==> src/rtl/spi_config.svh <==
`ifndef SPI_CONFIG_SVH
`define SPI_CONFIG_SVH

`define SPI_ADDR_CTRL    5'h00
`define SPI_ADDR_STATUS  5'h04
`define SPI_ADDR_RDATA   5'h08
`define SPI_ADDR_WDATA   5'h0C
`define SPI_ADDR_CMD     5'h10

`define SPI_WORD_W       32
`define SPI_CMD_W        14
`define SPI_DIV_W        16
`define SPI_FIFO_DEPTH   8

`define SPI_CTRL_EN      0
`define SPI_CTRL_SRST    1
`define SPI_CTRL_CPHA    2
`define SPI_CTRL_CPOL    3

`define SPI_ST_TX_FULL   0
`define SPI_ST_TX_EMPTY  1
`define SPI_ST_RX_FULL   2
`define SPI_ST_RX_EMPTY  3
`define SPI_ST_CMD_FULL  4
`define SPI_ST_CMD_EMPTY 5
`define SPI_ST_BUSY      6

`endif

==> src/rtl/spi_pkg.sv <==
`include "spi_config.svh"

package spi_pkg;

    typedef logic [`SPI_WORD_W-1:0] word_t;

    typedef logic [`SPI_DIV_W-1:0] div_t;

    typedef enum logic [1:0] {
        DIR_NONE = 2'd0,
        DIR_RX   = 2'd1,
        DIR_TX   = 2'd2
    } spi_dir_e;

    // command word as written to the CMD register
    typedef struct packed {
        spi_dir_e   dir;      // 13:12
        logic [1:0] rsvd_hi;  // unused
        logic       hold;     // keep cs low afterwards
        logic       rsvd_lo;  // unused
        logic [7:0] cnt;      // words minus one
    } cmd_t;

endpackage

==> src/rtl/spi_fifo.sv <==
`timescale 1ns/1ps

module spi_fifo #(
    parameter type T     = logic [31:0],
    parameter int  DEPTH = 8
) (
    input  logic clk_i,
    input  logic rst_n_i,
    input  logic flush_i,
    input  logic push_i,
    input  T     data_i,
    input  logic pop_i,
    output T     data_o,
    output logic full_o,
    output logic empty_o
);
    localparam int PTR_W = (DEPTH > 1) ? $clog2(DEPTH) : 1;
    localparam int CNT_W = $clog2(DEPTH + 1);

    T                 mem_q [DEPTH];
    logic [PTR_W-1:0] wr_ptr_q;
    logic [PTR_W-1:0] rd_ptr_q;
    logic [CNT_W-1:0] count_q;

    function automatic logic [PTR_W-1:0] ptr_inc(input logic [PTR_W-1:0] ptr);
        return (ptr == PTR_W'(DEPTH - 1)) ? '0 : ptr + 1'b1;
    endfunction

    always_ff @(posedge clk_i or negedge rst_n_i) begin
        if (!rst_n_i) begin
            wr_ptr_q <= '0;
            rd_ptr_q <= '0;
            count_q  <= '0;
        end else if (flush_i) begin
            wr_ptr_q <= '0;
            rd_ptr_q <= '0;
            count_q  <= '0;
        end else begin
            if (push_i) wr_ptr_q <= ptr_inc(wr_ptr_q);
            if (pop_i) rd_ptr_q <= ptr_inc(rd_ptr_q);
            case ({push_i, pop_i})
                2'b10:   count_q <= count_q + 1'b1;
                2'b01:   count_q <= count_q - 1'b1;
                default: count_q <= count_q;  // both or neither
            endcase
        end
    end

    always_ff @(posedge clk_i) begin
        if (push_i) mem_q[wr_ptr_q] <= data_i;
    end

    assign data_o  = mem_q[rd_ptr_q];  // head, no read latency
    assign full_o  = (count_q == CNT_W'(DEPTH));
    assign empty_o = (count_q == '0);

endmodule

==> src/rtl/spi_regs.sv <==
`timescale 1ns/1ps
`include "spi_config.svh"

module spi_regs (
    input  logic           clk_i,
    input  logic           rst_n_i,
    input  logic           req_i,
    input  logic           we_i,
    input  logic [4:0]     addr_i,
    input  spi_pkg::word_t wdata_i,
    output logic           done_o,
    output spi_pkg::word_t rdata_o,
    output logic           en_o,
    output logic           cpha_o,
    output logic           cpol_o,
    output spi_pkg::div_t  div_o,
    output logic           flush_o,
    output logic           cmd_push_o,
    output spi_pkg::cmd_t  cmd_o,
    output logic           tx_push_o,
    output spi_pkg::word_t tx_word_o,
    output logic           rx_pop_o,
    input  spi_pkg::word_t rx_word_i,
    input  logic           cmd_full_i,
    input  logic           cmd_empty_i,
    input  logic           tx_full_i,
    input  logic           tx_empty_i,
    input  logic           rx_full_i,
    input  logic           rx_empty_i,
    input  logic           busy_i
);
    spi_pkg::word_t ctrl_q;
    spi_pkg::word_t status_w;
    spi_pkg::word_t rd_mux_w;
    spi_pkg::word_t rdata_q;
    logic           done_q;
    logic           access_w;
    logic           wr_w;
    logic           rd_w;

    // only the first cycle of a request counts
    assign access_w = req_i & ~done_q;
    assign wr_w     = access_w & we_i;
    assign rd_w     = access_w & ~we_i;

    always_comb begin
        status_w                    = '0;
        status_w[`SPI_ST_TX_FULL]   = tx_full_i;
        status_w[`SPI_ST_TX_EMPTY]  = tx_empty_i;
        status_w[`SPI_ST_RX_FULL]   = rx_full_i;
        status_w[`SPI_ST_RX_EMPTY]  = rx_empty_i;
        status_w[`SPI_ST_CMD_FULL]  = cmd_full_i;
        status_w[`SPI_ST_CMD_EMPTY] = cmd_empty_i;
        status_w[`SPI_ST_BUSY]      = busy_i;
    end

    always_comb begin
        case (addr_i)
            `SPI_ADDR_CTRL:   rd_mux_w = ctrl_q;
            `SPI_ADDR_STATUS: rd_mux_w = status_w;
            `SPI_ADDR_RDATA:  rd_mux_w = rx_empty_i ? '0 : rx_word_i;
            default:          rd_mux_w = '0;  // write-only or unmapped
        endcase
    end

    always_ff @(posedge clk_i or negedge rst_n_i) begin
        if (!rst_n_i) begin
            ctrl_q <= '0;
        end else if (ctrl_q[`SPI_CTRL_SRST]) begin
            ctrl_q <= '0;  // soft reset lasts one cycle
        end else if (wr_w && addr_i == `SPI_ADDR_CTRL) begin
            ctrl_q <= wdata_i;
        end
    end

    always_ff @(posedge clk_i or negedge rst_n_i) begin
        if (!rst_n_i) begin
            done_q <= 1'b0;
        end else begin
            done_q <= access_w;
        end
    end

    always_ff @(posedge clk_i) begin
        if (rd_w) rdata_q <= rd_mux_w;
    end

    // queue side effects, dropped when the flag says no room or no data
    assign cmd_push_o = wr_w && addr_i == `SPI_ADDR_CMD && !cmd_full_i;
    assign tx_push_o  = wr_w && addr_i == `SPI_ADDR_WDATA && !tx_full_i;
    assign rx_pop_o   = rd_w && addr_i == `SPI_ADDR_RDATA && !rx_empty_i;
    assign cmd_o      = spi_pkg::cmd_t'(wdata_i[`SPI_CMD_W-1:0]);
    assign tx_word_o  = wdata_i;

    assign en_o    = ctrl_q[`SPI_CTRL_EN];
    assign flush_o = ctrl_q[`SPI_CTRL_SRST];
    assign cpha_o  = ctrl_q[`SPI_CTRL_CPHA];
    assign cpol_o  = ctrl_q[`SPI_CTRL_CPOL];
    assign div_o   = ctrl_q[31:16];

    assign done_o  = done_q;
    assign rdata_o = rdata_q;

endmodule

==> src/rtl/spi_engine.sv <==
`timescale 1ns/1ps
`include "spi_config.svh"

module spi_engine (
    input  logic           clk_i,
    input  logic           rst_n_i,
    input  logic           flush_i,
    input  logic           en_i,
    input  logic           cpha_i,
    input  logic           cpol_i,
    input  spi_pkg::div_t  div_i,
    input  spi_pkg::cmd_t  cmd_i,
    input  logic           cmd_empty_i,
    input  spi_pkg::word_t tx_word_i,
    input  logic           tx_empty_i,
    input  logic           rx_full_i,
    input  logic           miso_i,
    output logic           cmd_pop_o,
    output logic           tx_pop_o,
    output logic           rx_push_o,
    output spi_pkg::word_t rx_word_o,
    output logic           busy_o,
    output logic           sck_o,
    output logic           cs_o,
    output logic           mosi_o
);
    localparam int EDGE_W = $clog2(2 * `SPI_WORD_W);

    typedef enum logic [1:0] {
        ST_IDLE,
        ST_WSTART,
        ST_SHIFT,
        ST_FINISH
    } state_e;

    state_e            state_q;
    spi_pkg::cmd_t     cmd_q;
    spi_pkg::div_t     div_cnt_q;
    logic [EDGE_W-1:0] edge_q;
    logic [7:0]        word_q;
    spi_pkg::word_t    sh_q;
    logic              sck_q;
    logic              cs_q;
    logic              rx_push_q;
    logic              is_tx_w;
    logic              is_rx_w;
    logic              tick_w;
    logic              sample_w;
    logic              shift_w;
    logic              start_w;
    logic              cmd_ok_w;
    logic              word_go_w;

    assign is_tx_w  = cmd_q.dir == spi_pkg::DIR_TX;
    assign is_rx_w  = cmd_q.dir == spi_pkg::DIR_RX;
    assign cmd_ok_w = cmd_i.dir == spi_pkg::DIR_TX || cmd_i.dir == spi_pkg::DIR_RX;
    assign tick_w   = div_cnt_q == div_i;  // end of a half period

    // even edge index is the leading edge
    assign sample_w = state_q == ST_SHIFT && tick_w && edge_q[0] == cpha_i;
    assign shift_w  = state_q == ST_SHIFT && tick_w && edge_q[0] != cpha_i && edge_q != '0;
    assign start_w  = state_q == ST_IDLE && en_i && !cmd_empty_i && !flush_i;
    // rx push still in flight counts as full
    assign word_go_w = state_q == ST_WSTART && !flush_i &&
                       (is_tx_w ? !tx_empty_i : (!rx_full_i && !rx_push_q));

    always_ff @(posedge clk_i or negedge rst_n_i) begin
        if (!rst_n_i) begin
            state_q   <= ST_IDLE;
            div_cnt_q <= '0;
            edge_q    <= '0;
            word_q    <= '0;
            sck_q     <= 1'b0;
            cs_q      <= 1'b1;
            rx_push_q <= 1'b0;
        end else if (flush_i) begin
            state_q   <= ST_IDLE;
            div_cnt_q <= '0;
            edge_q    <= '0;
            word_q    <= '0;
            sck_q     <= 1'b0;
            cs_q      <= 1'b1;
            rx_push_q <= 1'b0;
        end else begin
            rx_push_q <= sample_w && is_rx_w && edge_q[EDGE_W-1:1] == '1;
            case (state_q)
                ST_IDLE: begin
                    sck_q <= cpol_i;
                    if (start_w && cmd_ok_w) begin  // other directions are dropped
                        state_q <= ST_WSTART;
                        cs_q    <= 1'b0;
                        word_q  <= '0;
                    end
                end
                ST_WSTART: begin
                    if (word_go_w) begin
                        state_q   <= ST_SHIFT;
                        div_cnt_q <= '0;
                        edge_q    <= '0;
                    end
                end
                ST_SHIFT: begin
                    if (tick_w) begin
                        div_cnt_q <= '0;
                        sck_q     <= ~sck_q;
                        edge_q    <= edge_q + 1'b1;
                        if (edge_q == '1) begin
                            if (word_q == cmd_q.cnt) begin
                                state_q <= ST_FINISH;
                            end else begin
                                word_q  <= word_q + 1'b1;
                                state_q <= ST_WSTART;
                            end
                        end
                    end else begin
                        div_cnt_q <= div_cnt_q + 1'b1;
                    end
                end
                ST_FINISH: begin
                    if (tick_w) begin  // half period of cs hold time
                        state_q <= ST_IDLE;
                        cs_q    <= ~cmd_q.hold;
                    end else begin
                        div_cnt_q <= div_cnt_q + 1'b1;
                    end
                end
                default: state_q <= ST_IDLE;
            endcase
        end
    end

    always_ff @(posedge clk_i) begin
        if (start_w) cmd_q <= cmd_i;
        if (word_go_w && is_tx_w) begin
            sh_q <= tx_word_i;
        end else if (shift_w && is_tx_w) begin
            sh_q <= {1'b0, sh_q[`SPI_WORD_W-1:1]};  // lsb first out
        end else if (sample_w && is_rx_w) begin
            sh_q <= {miso_i, sh_q[`SPI_WORD_W-1:1]};  // first bit lands in bit 0
        end
    end

    assign cmd_pop_o = start_w;
    assign tx_pop_o  = word_go_w && is_tx_w;
    assign rx_push_o = rx_push_q;
    assign rx_word_o = sh_q;
    assign busy_o    = state_q != ST_IDLE;
    assign sck_o     = busy_o ? sck_q : cpol_i;
    assign cs_o      = cs_q;
    // head bit shown early so it is valid when cs falls
    assign mosi_o    = busy_o && is_tx_w &&
                       ((state_q == ST_WSTART && !tx_empty_i) ? tx_word_i[0] : sh_q[0]);

endmodule

==> src/rtl/spi_master.sv <==
`timescale 1ns/1ps
`include "spi_config.svh"

module spi_master (
    input  logic           clk_i,
    input  logic           rst_n_i,
    input  logic           req_i,
    input  logic           we_i,
    input  logic [4:0]     addr_i,
    input  spi_pkg::word_t wdata_i,
    output logic           done_o,
    output spi_pkg::word_t rdata_o,
    output logic           sck_o,
    output logic           cs_o,
    output logic           mosi_o,
    input  logic           miso_i
);
    logic           en;
    logic           cpha;
    logic           cpol;
    spi_pkg::div_t  div;
    logic           flush;
    logic           busy;
    logic           cmd_push;
    logic           cmd_pop;
    logic           cmd_full;
    logic           cmd_empty;
    spi_pkg::cmd_t  cmd_in;
    spi_pkg::cmd_t  cmd_head;
    logic           tx_push;
    logic           tx_pop;
    logic           tx_full;
    logic           tx_empty;
    spi_pkg::word_t tx_in;
    spi_pkg::word_t tx_head;
    logic           rx_push;
    logic           rx_pop;
    logic           rx_full;
    logic           rx_empty;
    spi_pkg::word_t rx_in;
    spi_pkg::word_t rx_head;

    spi_regs regs0 (
        .clk_i, .rst_n_i, .req_i, .we_i, .addr_i, .wdata_i, .done_o, .rdata_o,
        .en_o(en), .cpha_o(cpha), .cpol_o(cpol), .div_o(div), .flush_o(flush),
        .cmd_push_o(cmd_push), .cmd_o(cmd_in), .tx_push_o(tx_push), .tx_word_o(tx_in),
        .rx_pop_o(rx_pop), .rx_word_i(rx_head),
        .cmd_full_i(cmd_full), .cmd_empty_i(cmd_empty), .tx_full_i(tx_full),
        .tx_empty_i(tx_empty), .rx_full_i(rx_full), .rx_empty_i(rx_empty), .busy_i(busy)
    );

    spi_fifo #(.T(spi_pkg::cmd_t), .DEPTH(`SPI_FIFO_DEPTH)) cmd_fifo0 (
        .clk_i, .rst_n_i, .flush_i(flush), .push_i(cmd_push), .data_i(cmd_in),
        .pop_i(cmd_pop), .data_o(cmd_head), .full_o(cmd_full), .empty_o(cmd_empty)
    );

    spi_fifo #(.T(spi_pkg::word_t), .DEPTH(`SPI_FIFO_DEPTH)) tx_fifo0 (
        .clk_i, .rst_n_i, .flush_i(flush), .push_i(tx_push), .data_i(tx_in),
        .pop_i(tx_pop), .data_o(tx_head), .full_o(tx_full), .empty_o(tx_empty)
    );

    spi_fifo #(.T(spi_pkg::word_t), .DEPTH(`SPI_FIFO_DEPTH)) rx_fifo0 (
        .clk_i, .rst_n_i, .flush_i(flush), .push_i(rx_push), .data_i(rx_in),
        .pop_i(rx_pop), .data_o(rx_head), .full_o(rx_full), .empty_o(rx_empty)
    );

    spi_engine engine0 (
        .clk_i, .rst_n_i, .flush_i(flush), .en_i(en), .cpha_i(cpha), .cpol_i(cpol),
        .div_i(div), .cmd_i(cmd_head), .cmd_empty_i(cmd_empty), .tx_word_i(tx_head),
        .tx_empty_i(tx_empty), .rx_full_i(rx_full), .miso_i,
        .cmd_pop_o(cmd_pop), .tx_pop_o(tx_pop), .rx_push_o(rx_push), .rx_word_o(rx_in),
        .busy_o(busy), .sck_o, .cs_o, .mosi_o
    );

endmodule

==> config.mk <==
export PLATFORM = sky130hd
export DESIGN_NAME = spi_master
export DESIGN_NICKNAME = d
export VERILOG_FILES = /design/src/rtl/spi_pkg.sv /design/src/rtl/spi_fifo.sv /design/src/rtl/spi_regs.sv /design/src/rtl/spi_engine.sv /design/src/rtl/spi_master.sv
export VERILOG_INCLUDE_DIRS = /design/src /design/src/rtl
export SDC_FILE = /design/constraint.sdc
export NUM_CORES = 1
export LEC_CHECK = 0
export BUFFER_PORTS_ARGS = -buffer_cell sky130_fd_sc_hd__buf_2
export CAP_MARGIN = 30
export CORE_MARGIN = 10
export CORE_UTILIZATION = 55
export CTS_BUF_LIST = sky130_fd_sc_hd__clkbuf_16
export CTS_CLUSTER_DIAMETER = 30
export DETAILED_ROUTE_END_ITERATION = 8
export PLACE_DENSITY = 0.82
export SLEW_MARGIN = 15
export SYNTH_ARGS = -nofsm -noshare
export SYNTH_HDL_FRONTEND = slang
export SYNTH_SLANG_ARGS = --single-unit
export TNS_END_PERCENT = 10
==> constraint.sdc <==
create_clock -name clk_i -period 9.2 [get_ports clk_i]
set_input_delay 1.38 -clock clk_i [delete_from_list [all_inputs] [get_ports clk_i]]
set_output_delay 1.38 -clock clk_i [all_outputs]
set_load 0.02 [all_outputs]
# Yosys cells after proc, flatten, opt, wreduce, memory -nomap -nowiden
# Memories as Yosys holds them, arrays and structs flattened.
# Index checks and enable logic that the tools add are counted.
[word_totals] ff_bits=173 in_bits=42 ram_bits=624 word_cells=221 mem_count=3
[classes] bitwise_logic=7 reduce_logical=62 mux=71 addsub=15 n_eq_ne=39
[mem_list] memory="rx_fifo0.mem_q" words=8 word_bits=32 rd=1 rd_clocked_by_memory_dff=0 wr=1 line="spi_fifo.sv:20" rtl="T mem_q [DEPTH];"
[mem_list] memory="tx_fifo0.mem_q" words=8 word_bits=32 rd=1 rd_clocked_by_memory_dff=0 wr=1 line="spi_fifo.sv:20"
[mem_list] memory="cmd_fifo0.mem_q" words=8 word_bits=14 rd=1 rd_clocked_by_memory_dff=0 wr=1 line="spi_fifo.sv:20"
[op_table] op="$mux 32" n=6
[op_table] op="$pmux 32 s3" n=1
[op_table] op="$mux 16" n=4
[op_table] op="$mux 3" n=18
[op_table] op="$pmux 16 s3" n=1
[op_table] op="$mux 8" n=5
[op_table] op="$logic_and 1x1->1" n=25
[op_table] op="$pmux 4 s2" n=3
[op_table] op="$reduce_bool 3->1" n=7
[op_table] op="$add 3x1->3 const B" n=6
[op_table] op="$eq 3x3->1 const B" n=6
[op_table] op="$mux 6" n=3
[op_table] op="$add 16x1->16 const B" n=1
[op_table] op="$eq 16x16->1" n=1
[op_table] op="$pmux 8 s2" n=1
[op_table] op="$reduce_bool 2->1" n=8
[op_table] op="$mux 1" n=15
[op_table] op="$eq 2x2->1 const B" n=7
[op_table] op="$mux 2" n=7
[op_table] op="$add 4x1->4 const B" n=3
[op_table] op="$eq 2x1->1 const B" n=6
[op_table] op="$eq 4x4->1 const B" n=3
[op_table] op="$logic_not 4->1" n=3
[op_table] op="$mux 4" n=3
[op_table] op="other kinds (26)" n=51

# Longest topological paths before layout
[depth] depth_word=9 ltp_mapped=12

# Modules after synthesis
# A second synthesis with hierarchy kept.
[unflattened] hier_cells=1791 area_unflattened_um2=33191.8
[modules_own_cells] mod="spi_fifo (rx_fifo0 ...)" cells_each=447 area_each_um2=10267.3 n_inst=2 seq_area_each_um2=7937.6
[modules_own_cells] mod="spi_fifo (cmd_fifo0)" cells_each=235 area_each_um2=4959.8 n_inst=1 seq_area_each_um2=3613.5
[modules_own_cells] mod="spi_engine" cells_each=367 area_each_um2=4122.7 n_inst=1 seq_area_each_um2=2168.3
[modules_own_cells] mod="spi_regs" cells_each=295 area_each_um2=3574.7 n_inst=1 seq_area_each_um2=1786.7

# Worst setup path after synthesis
# OpenSTA, ideal clock, no wires.
[synth_timing] path_type="input -> register" startpoint="input addr_i[1]" endpoint="memory tx_fifo0.mem_q[2][0] in the netlist's numbering (enable)" cell_stages=4 setup_time_ps=513 n_path_buf=1 path_slack_ps=3012 arrival_time_ps=5675 cell_sequence="nor4b_1 > nand3_1 > clkbuf_1 > nor4b_1"
[synth_via] elab_chain_cells=5
[synth_lines] item="from (decl)" line="spi_master.sv:9" rtl="input logic [4:0] addr_i,"
[synth_lines] item="$eq 5x4->1 (no line)"
[synth_lines] item="$logic_and 1x1->1 (no line)"
[synth_lines] item="$logic_and 1x1->1" line="spi_regs.sv:90" rtl="assign tx_push_o = wr_w && addr_i == `SPI_ADDR_WDATA && !tx_full_i;"
[synth_lines] item="$mux 1" line="spi_fifo.sv:50" rtl="if (push_i) mem_q[wr_ptr_q] <= data_i;"
[synth_lines] item="$mux 1 (implied by the code)" line="spi_fifo.sv:50"
[synth_lines] item="to (decl)" line="spi_fifo.sv:20"
# Every way passes these cells.

# Final worst setup path
[layout_timing] startpoint="register tx_fifo0.rd_ptr_q[1]" endpoint="output mosi_o"
[layout_via] elab_chain_cells=3
[layout_lines] item="from (decl)" line="spi_fifo.sv:22" rtl="logic [PTR_W-1:0] rd_ptr_q;"
[layout_lines] item="from (signal assigned)" line="spi_fifo.sv:40" rtl="if (pop_i) rd_ptr_q <= ptr_inc(rd_ptr_q);"
[layout_lines] item="$mem_v2 8x32"
[layout_lines] item="$mux 1" line="spi_engine.sv:152" rtl="((state_q == ST_WSTART && !tx_empty_i) ? tx_word_i[0] : sh_q[0]);"
[layout_lines] item="$logic_and 1x1->1" line="spi_engine.sv:151" rtl="assign mosi_o = busy_o && is_tx_w &&"
[layout_lines] item="to (decl)" line="spi_master.sv:15" rtl="output logic mosi_o,"
# Every way passes these cells.

==> impl_metrics.py <==
metrics = {
    "clocking": {
        "cts-root-buf": "clkbuf_16",
        "numClockSinks": 773,
        "clock_latency_ps": 690,
        "cts_buffers": 117,
        "clock_path_buffers": 3,
        "path_clk_slew_ps": 50,
        "tritoncts": "built",
        "post_cts_resized": 0,
        "post_cts_buffers": 0,
        "h-tree-depth": 3,
        "hold_buffers": 0,
    },
    "sta": {
        "tightest_slew_ps": 991.5,
        "timing.final.hold_violations": 0,
        "period_needed_ps": 4391,
        "fin_skew_ps": 64.02,
        "fmax_mhz": 227.8,
        "finalMaxSlewViolations": 0,
        "finalCritPeriodShare": 0.4773,
        "whs_ps": 527.5,
        "setup_tns_ps": 0,
        "rsz0062_at_grt": "no",
        "setup_viol": 0,
        "max_slew_margin": 0.3390,
    },
    "power": {
        "power_density_nw_per_um2": 266.3,
        "ir_drop_v": 0.0001800,
        "power_mw": 9.710,
        "leakage_nw": 12.29,
    },
    "die": {
        "coreArea_um2": 56170,
        "io_pins": 78,
        "die_y_um": 257.6,
        "start_util": 0.5527,
        "dieArea_um2": 66350,
        "rows": 87,
        "die_x_um": 257.6,
    },
    "grt": {
        "grt_pass1_vias": 18140,
        "overflow": 0,
        "grt_max_degree": 72,
        "grt_pass1_wl_um": 112200,
        "grt_antenna_before_repair": 5,
        "gr-usage-all-layers": 0.2203,
    },
    "finish": {
        "fin_area_um2": 36470,
        "syn_to_final_growth_pct": 17.45,
        "multiInputGateArea_um2": 8035,
        "regArea_um2": 22740,
        "final_common_cell": "edfxtp_1",
        "fillCellCount": 3503,
        "finalNetCount": 1967,
        "layout-drive-gt1-share": 0.2567,
        "utilization": 0.6492,
        "layout_common_cells": "edfxtp_1, nand2_1, mux4_2",
    },
    "logic_synthesis": {
        "synthTopCellsByArea": "edfxtp_1, mux4_2, dfrtp_1",
        "yosys.area.top_type": "edfxtp_1",
        "ys_ff_latch": 773,
        "syn-instance-count": 1749,
        "synth.net_count": 1815,
        "synth_top_area_frac": 0.6529,
        "syn_area_per_cell_um2": 17.75,
        "synth_cell_type_count": 63,
        "synth_area_um2": 31050,
        "async_reset_ff_frac": 0.1268,
        "yosysWarnings": 0,
        "synth_edf_count": 675,
        "yosysSeqAreaShare": 0.7319,
        "synth_flop_cell": "edfxtp_1",
    },
    "place": {
        "placement.io_buffers": 77,
        "place_area_um2": 32480,
        "gp_congestion": 0.8453,
        "dp_hpwl_um": 40020,
    },
    "worst_setup_path": {
        "crit_path_end_kind": "output port",
        "critPathArrivalTime_ps": 3010,
        "crit_slowest_cell": "buf_4",
        "setup.worst_path.start_class": "flip-flop",
        "reg2reg_to": "engine0.word_q[6]$_DFFE_PN0P_",
        "cpPeakStageDelay_ps": 730,
        "crit_buf_inv": 2,
        "r2r_slack_ps": 5900,
        "cp_max_fo": 66,
        "ff2ff_path_depth": 5,
        "worstPathCellList": "buf_4 -> mux4_2 -> mux2i_1 -> a311oi_1 -> buf_2",
        "critPathKind": "flip-flop to output port",
        "crit_required_ps": 7820,
        "cpLargestDelayFamily": "buffers and inverters",
        "r2r-start": "regs0.ctrl_q[1]$_DFF_PN0_",
    },
    "worst_hold_path": {
        "min_to": "engine0.cs_o$_DFFE_PN1P_",
        "hold_class": "flip-flop to flip-flop",
        "holdPathStages": 2,
        "worst_hold_startpoint": "engine0.cs_o$_DFFE_PN1P_",
    },
    "run_status": {
        "status": "completed",
    },
    "detailed_routing": {
        "ant_nets": 0,
        "routed_via_density": 6.352,
        "post_drt_wl_per_cell_um": 26.29,
        "drc": 0,
        "drt_iter0_drc": 2287,
        "first_pass_iters": 7,
        "routed_wl_um": 72680,
        "vias": 17560,
    },
    "job": {
        "cap_violations": 0,
    },
}
-- where the power goes --
| group | switching [mW] | internal, mW | total, mW |
|---|---|---|---|
| clock network | 1.67 | 2.63 | 4.30 |
| registers | 0.178 | 3.96 | 4.14 |
| logic | 0.712 | 0.559 | 1.27 |
-- layout make-up --
cell class	instances	area share
Clock buffer	117	0.08029
Clock inverter	107	0.02707
Sequential cell	773	0.6235
Antenna cell	2	0.0001372
Inverter	18	0.001853
Tap cell	756	0.02594
Multi-Input combinational cell	868	0.2204
Timing Repair Buffer	123	0.02083
-- tightest hold or removal path, delay by kind of cell, from the launching register on --
family | cells | cell delay, ps
flip-flops | 1 | 370
AO/OA/AOI/OAI | 2 | 150
-- metal layers --
metal / up-vias / track usage / routed length, µm
li1: 7292 / - / -
met1: 9011 / 0.2871 / 27520
met2: 1063 / 0.3635 / 36710
met3: 185 / 0.04232 / 6128
met4: 6 / 0.08740 / 2288
met5: - / 0 / 33
-- state kept, by name (all words and copies together), names as in the netlist, 3 cells and up --
register and cells:
tx_fifo0.count_q 4, rx_fifo0.wr_ptr_q 3, cmd_fifo0.wr_ptr_q 3, rx_fifo0.rd_ptr_q 3, cmd_fifo0.mem_q 88, rx_fifo0.count_q 4
engine0.edge_q 6, cmd_fifo0.rd_ptr_q 3, cmd_fifo0.count_q 4, engine0.rx_word_o 32, engine0.cmd_q 11, tx_fifo0.wr_ptr_q 3
tx_fifo0.mem_q 256, regs0.ctrl_q 32, regs0.rdata_o 32, rx_fifo0.mem_q 256, engine0.div_cnt_q 16, engine0.word_q 8
tx_fifo0.rd_ptr_q 3
-- metrics by stage --
step	worst slack, ps	cells
after floorplan	3012	1749
after global placement	4896	2525
after detailed placement	4823	2531
after CTS	4775	2755
after global routing	4722	2763
final	4809	2764
-- synth_stat cells (2+ instances only) --
cell type	n
nor4b_1	6
o31ai_1	13
a211oi_1	2
o21ai_0	73
nor3_1	18
or3_1	10
xnor2_1	25
nor3b_1	8
inv_1	18
clkbuf_1	60
o41ai_1	6
a211o_1	2
o21ai_1	2
mux4_2	146
nand3_1	26
a31oi_1	6
o211ai_1	4
nor4_1	7
o21a_1	2
nand3b_1	4
dfrtp_1	97
ha_1	24
nand4_1	10
a21o_1	6
mux4_1	4
nor2b_1	5
buf_2	7
mux2_2	13
a22o_1	6
xor2_1	13
a21oi_1	64
o32ai_1	2
o22ai_1	8
edfxtp_1	675
or4_1	8
and3_1	3
nand2b_1	18
mux2i_1	78
buf_1	22
or2_2	4
nor2_1	69
nand2_1	154
-- worst max-delay path by stage --
stage,start,endpoint,depth (start not counted)
final,tx_fifo0.rd_ptr_q[1]$_DFFE_PN0P_,mosi_o,5
after global routing,tx_fifo0.rd_ptr_q[1]$_DFFE_PN0P_,mosi_o,5
after CTS,tx_fifo0.rd_ptr_q[1]$_DFFE_PN0P_,mosi_o,5
after detailed placement,addr_i[1],rx_fifo0.count_q[3]$_DFFE_PN0P_,10
after global placement,addr_i[1],tx_fifo0.count_q[3]$_DFFE_PN0P_,10
after floorplan,addr_i[1],tx_fifo0.mem_q[2][0]$_DFFE_PP_,4
-- cell families (layout without fill, tap and decap cells) --
| kind of cell | count (synthesis) | in the layout | share of synthesized area |
|---|---|---|---|
| and+or+nand+nor | 355 | 355 | 0.05368 |
| adders and majority gates | 25 | 25 | 0.009994 |
| other | 0 | 2 | 0 |
| muxes | 244 | 244 | 0.1407 |
| DFF | 773 | 773 | 0.7319 |
| buffers and inverters | 108 | 365 | 0.01358 |
| AOI/OAI and AO/OA | 205 | 205 | 0.03893 |
| xor gates and xnor gates | 39 | 39 | 0.01124 |
No activity file was read; power rests on OpenSTA's default activity.
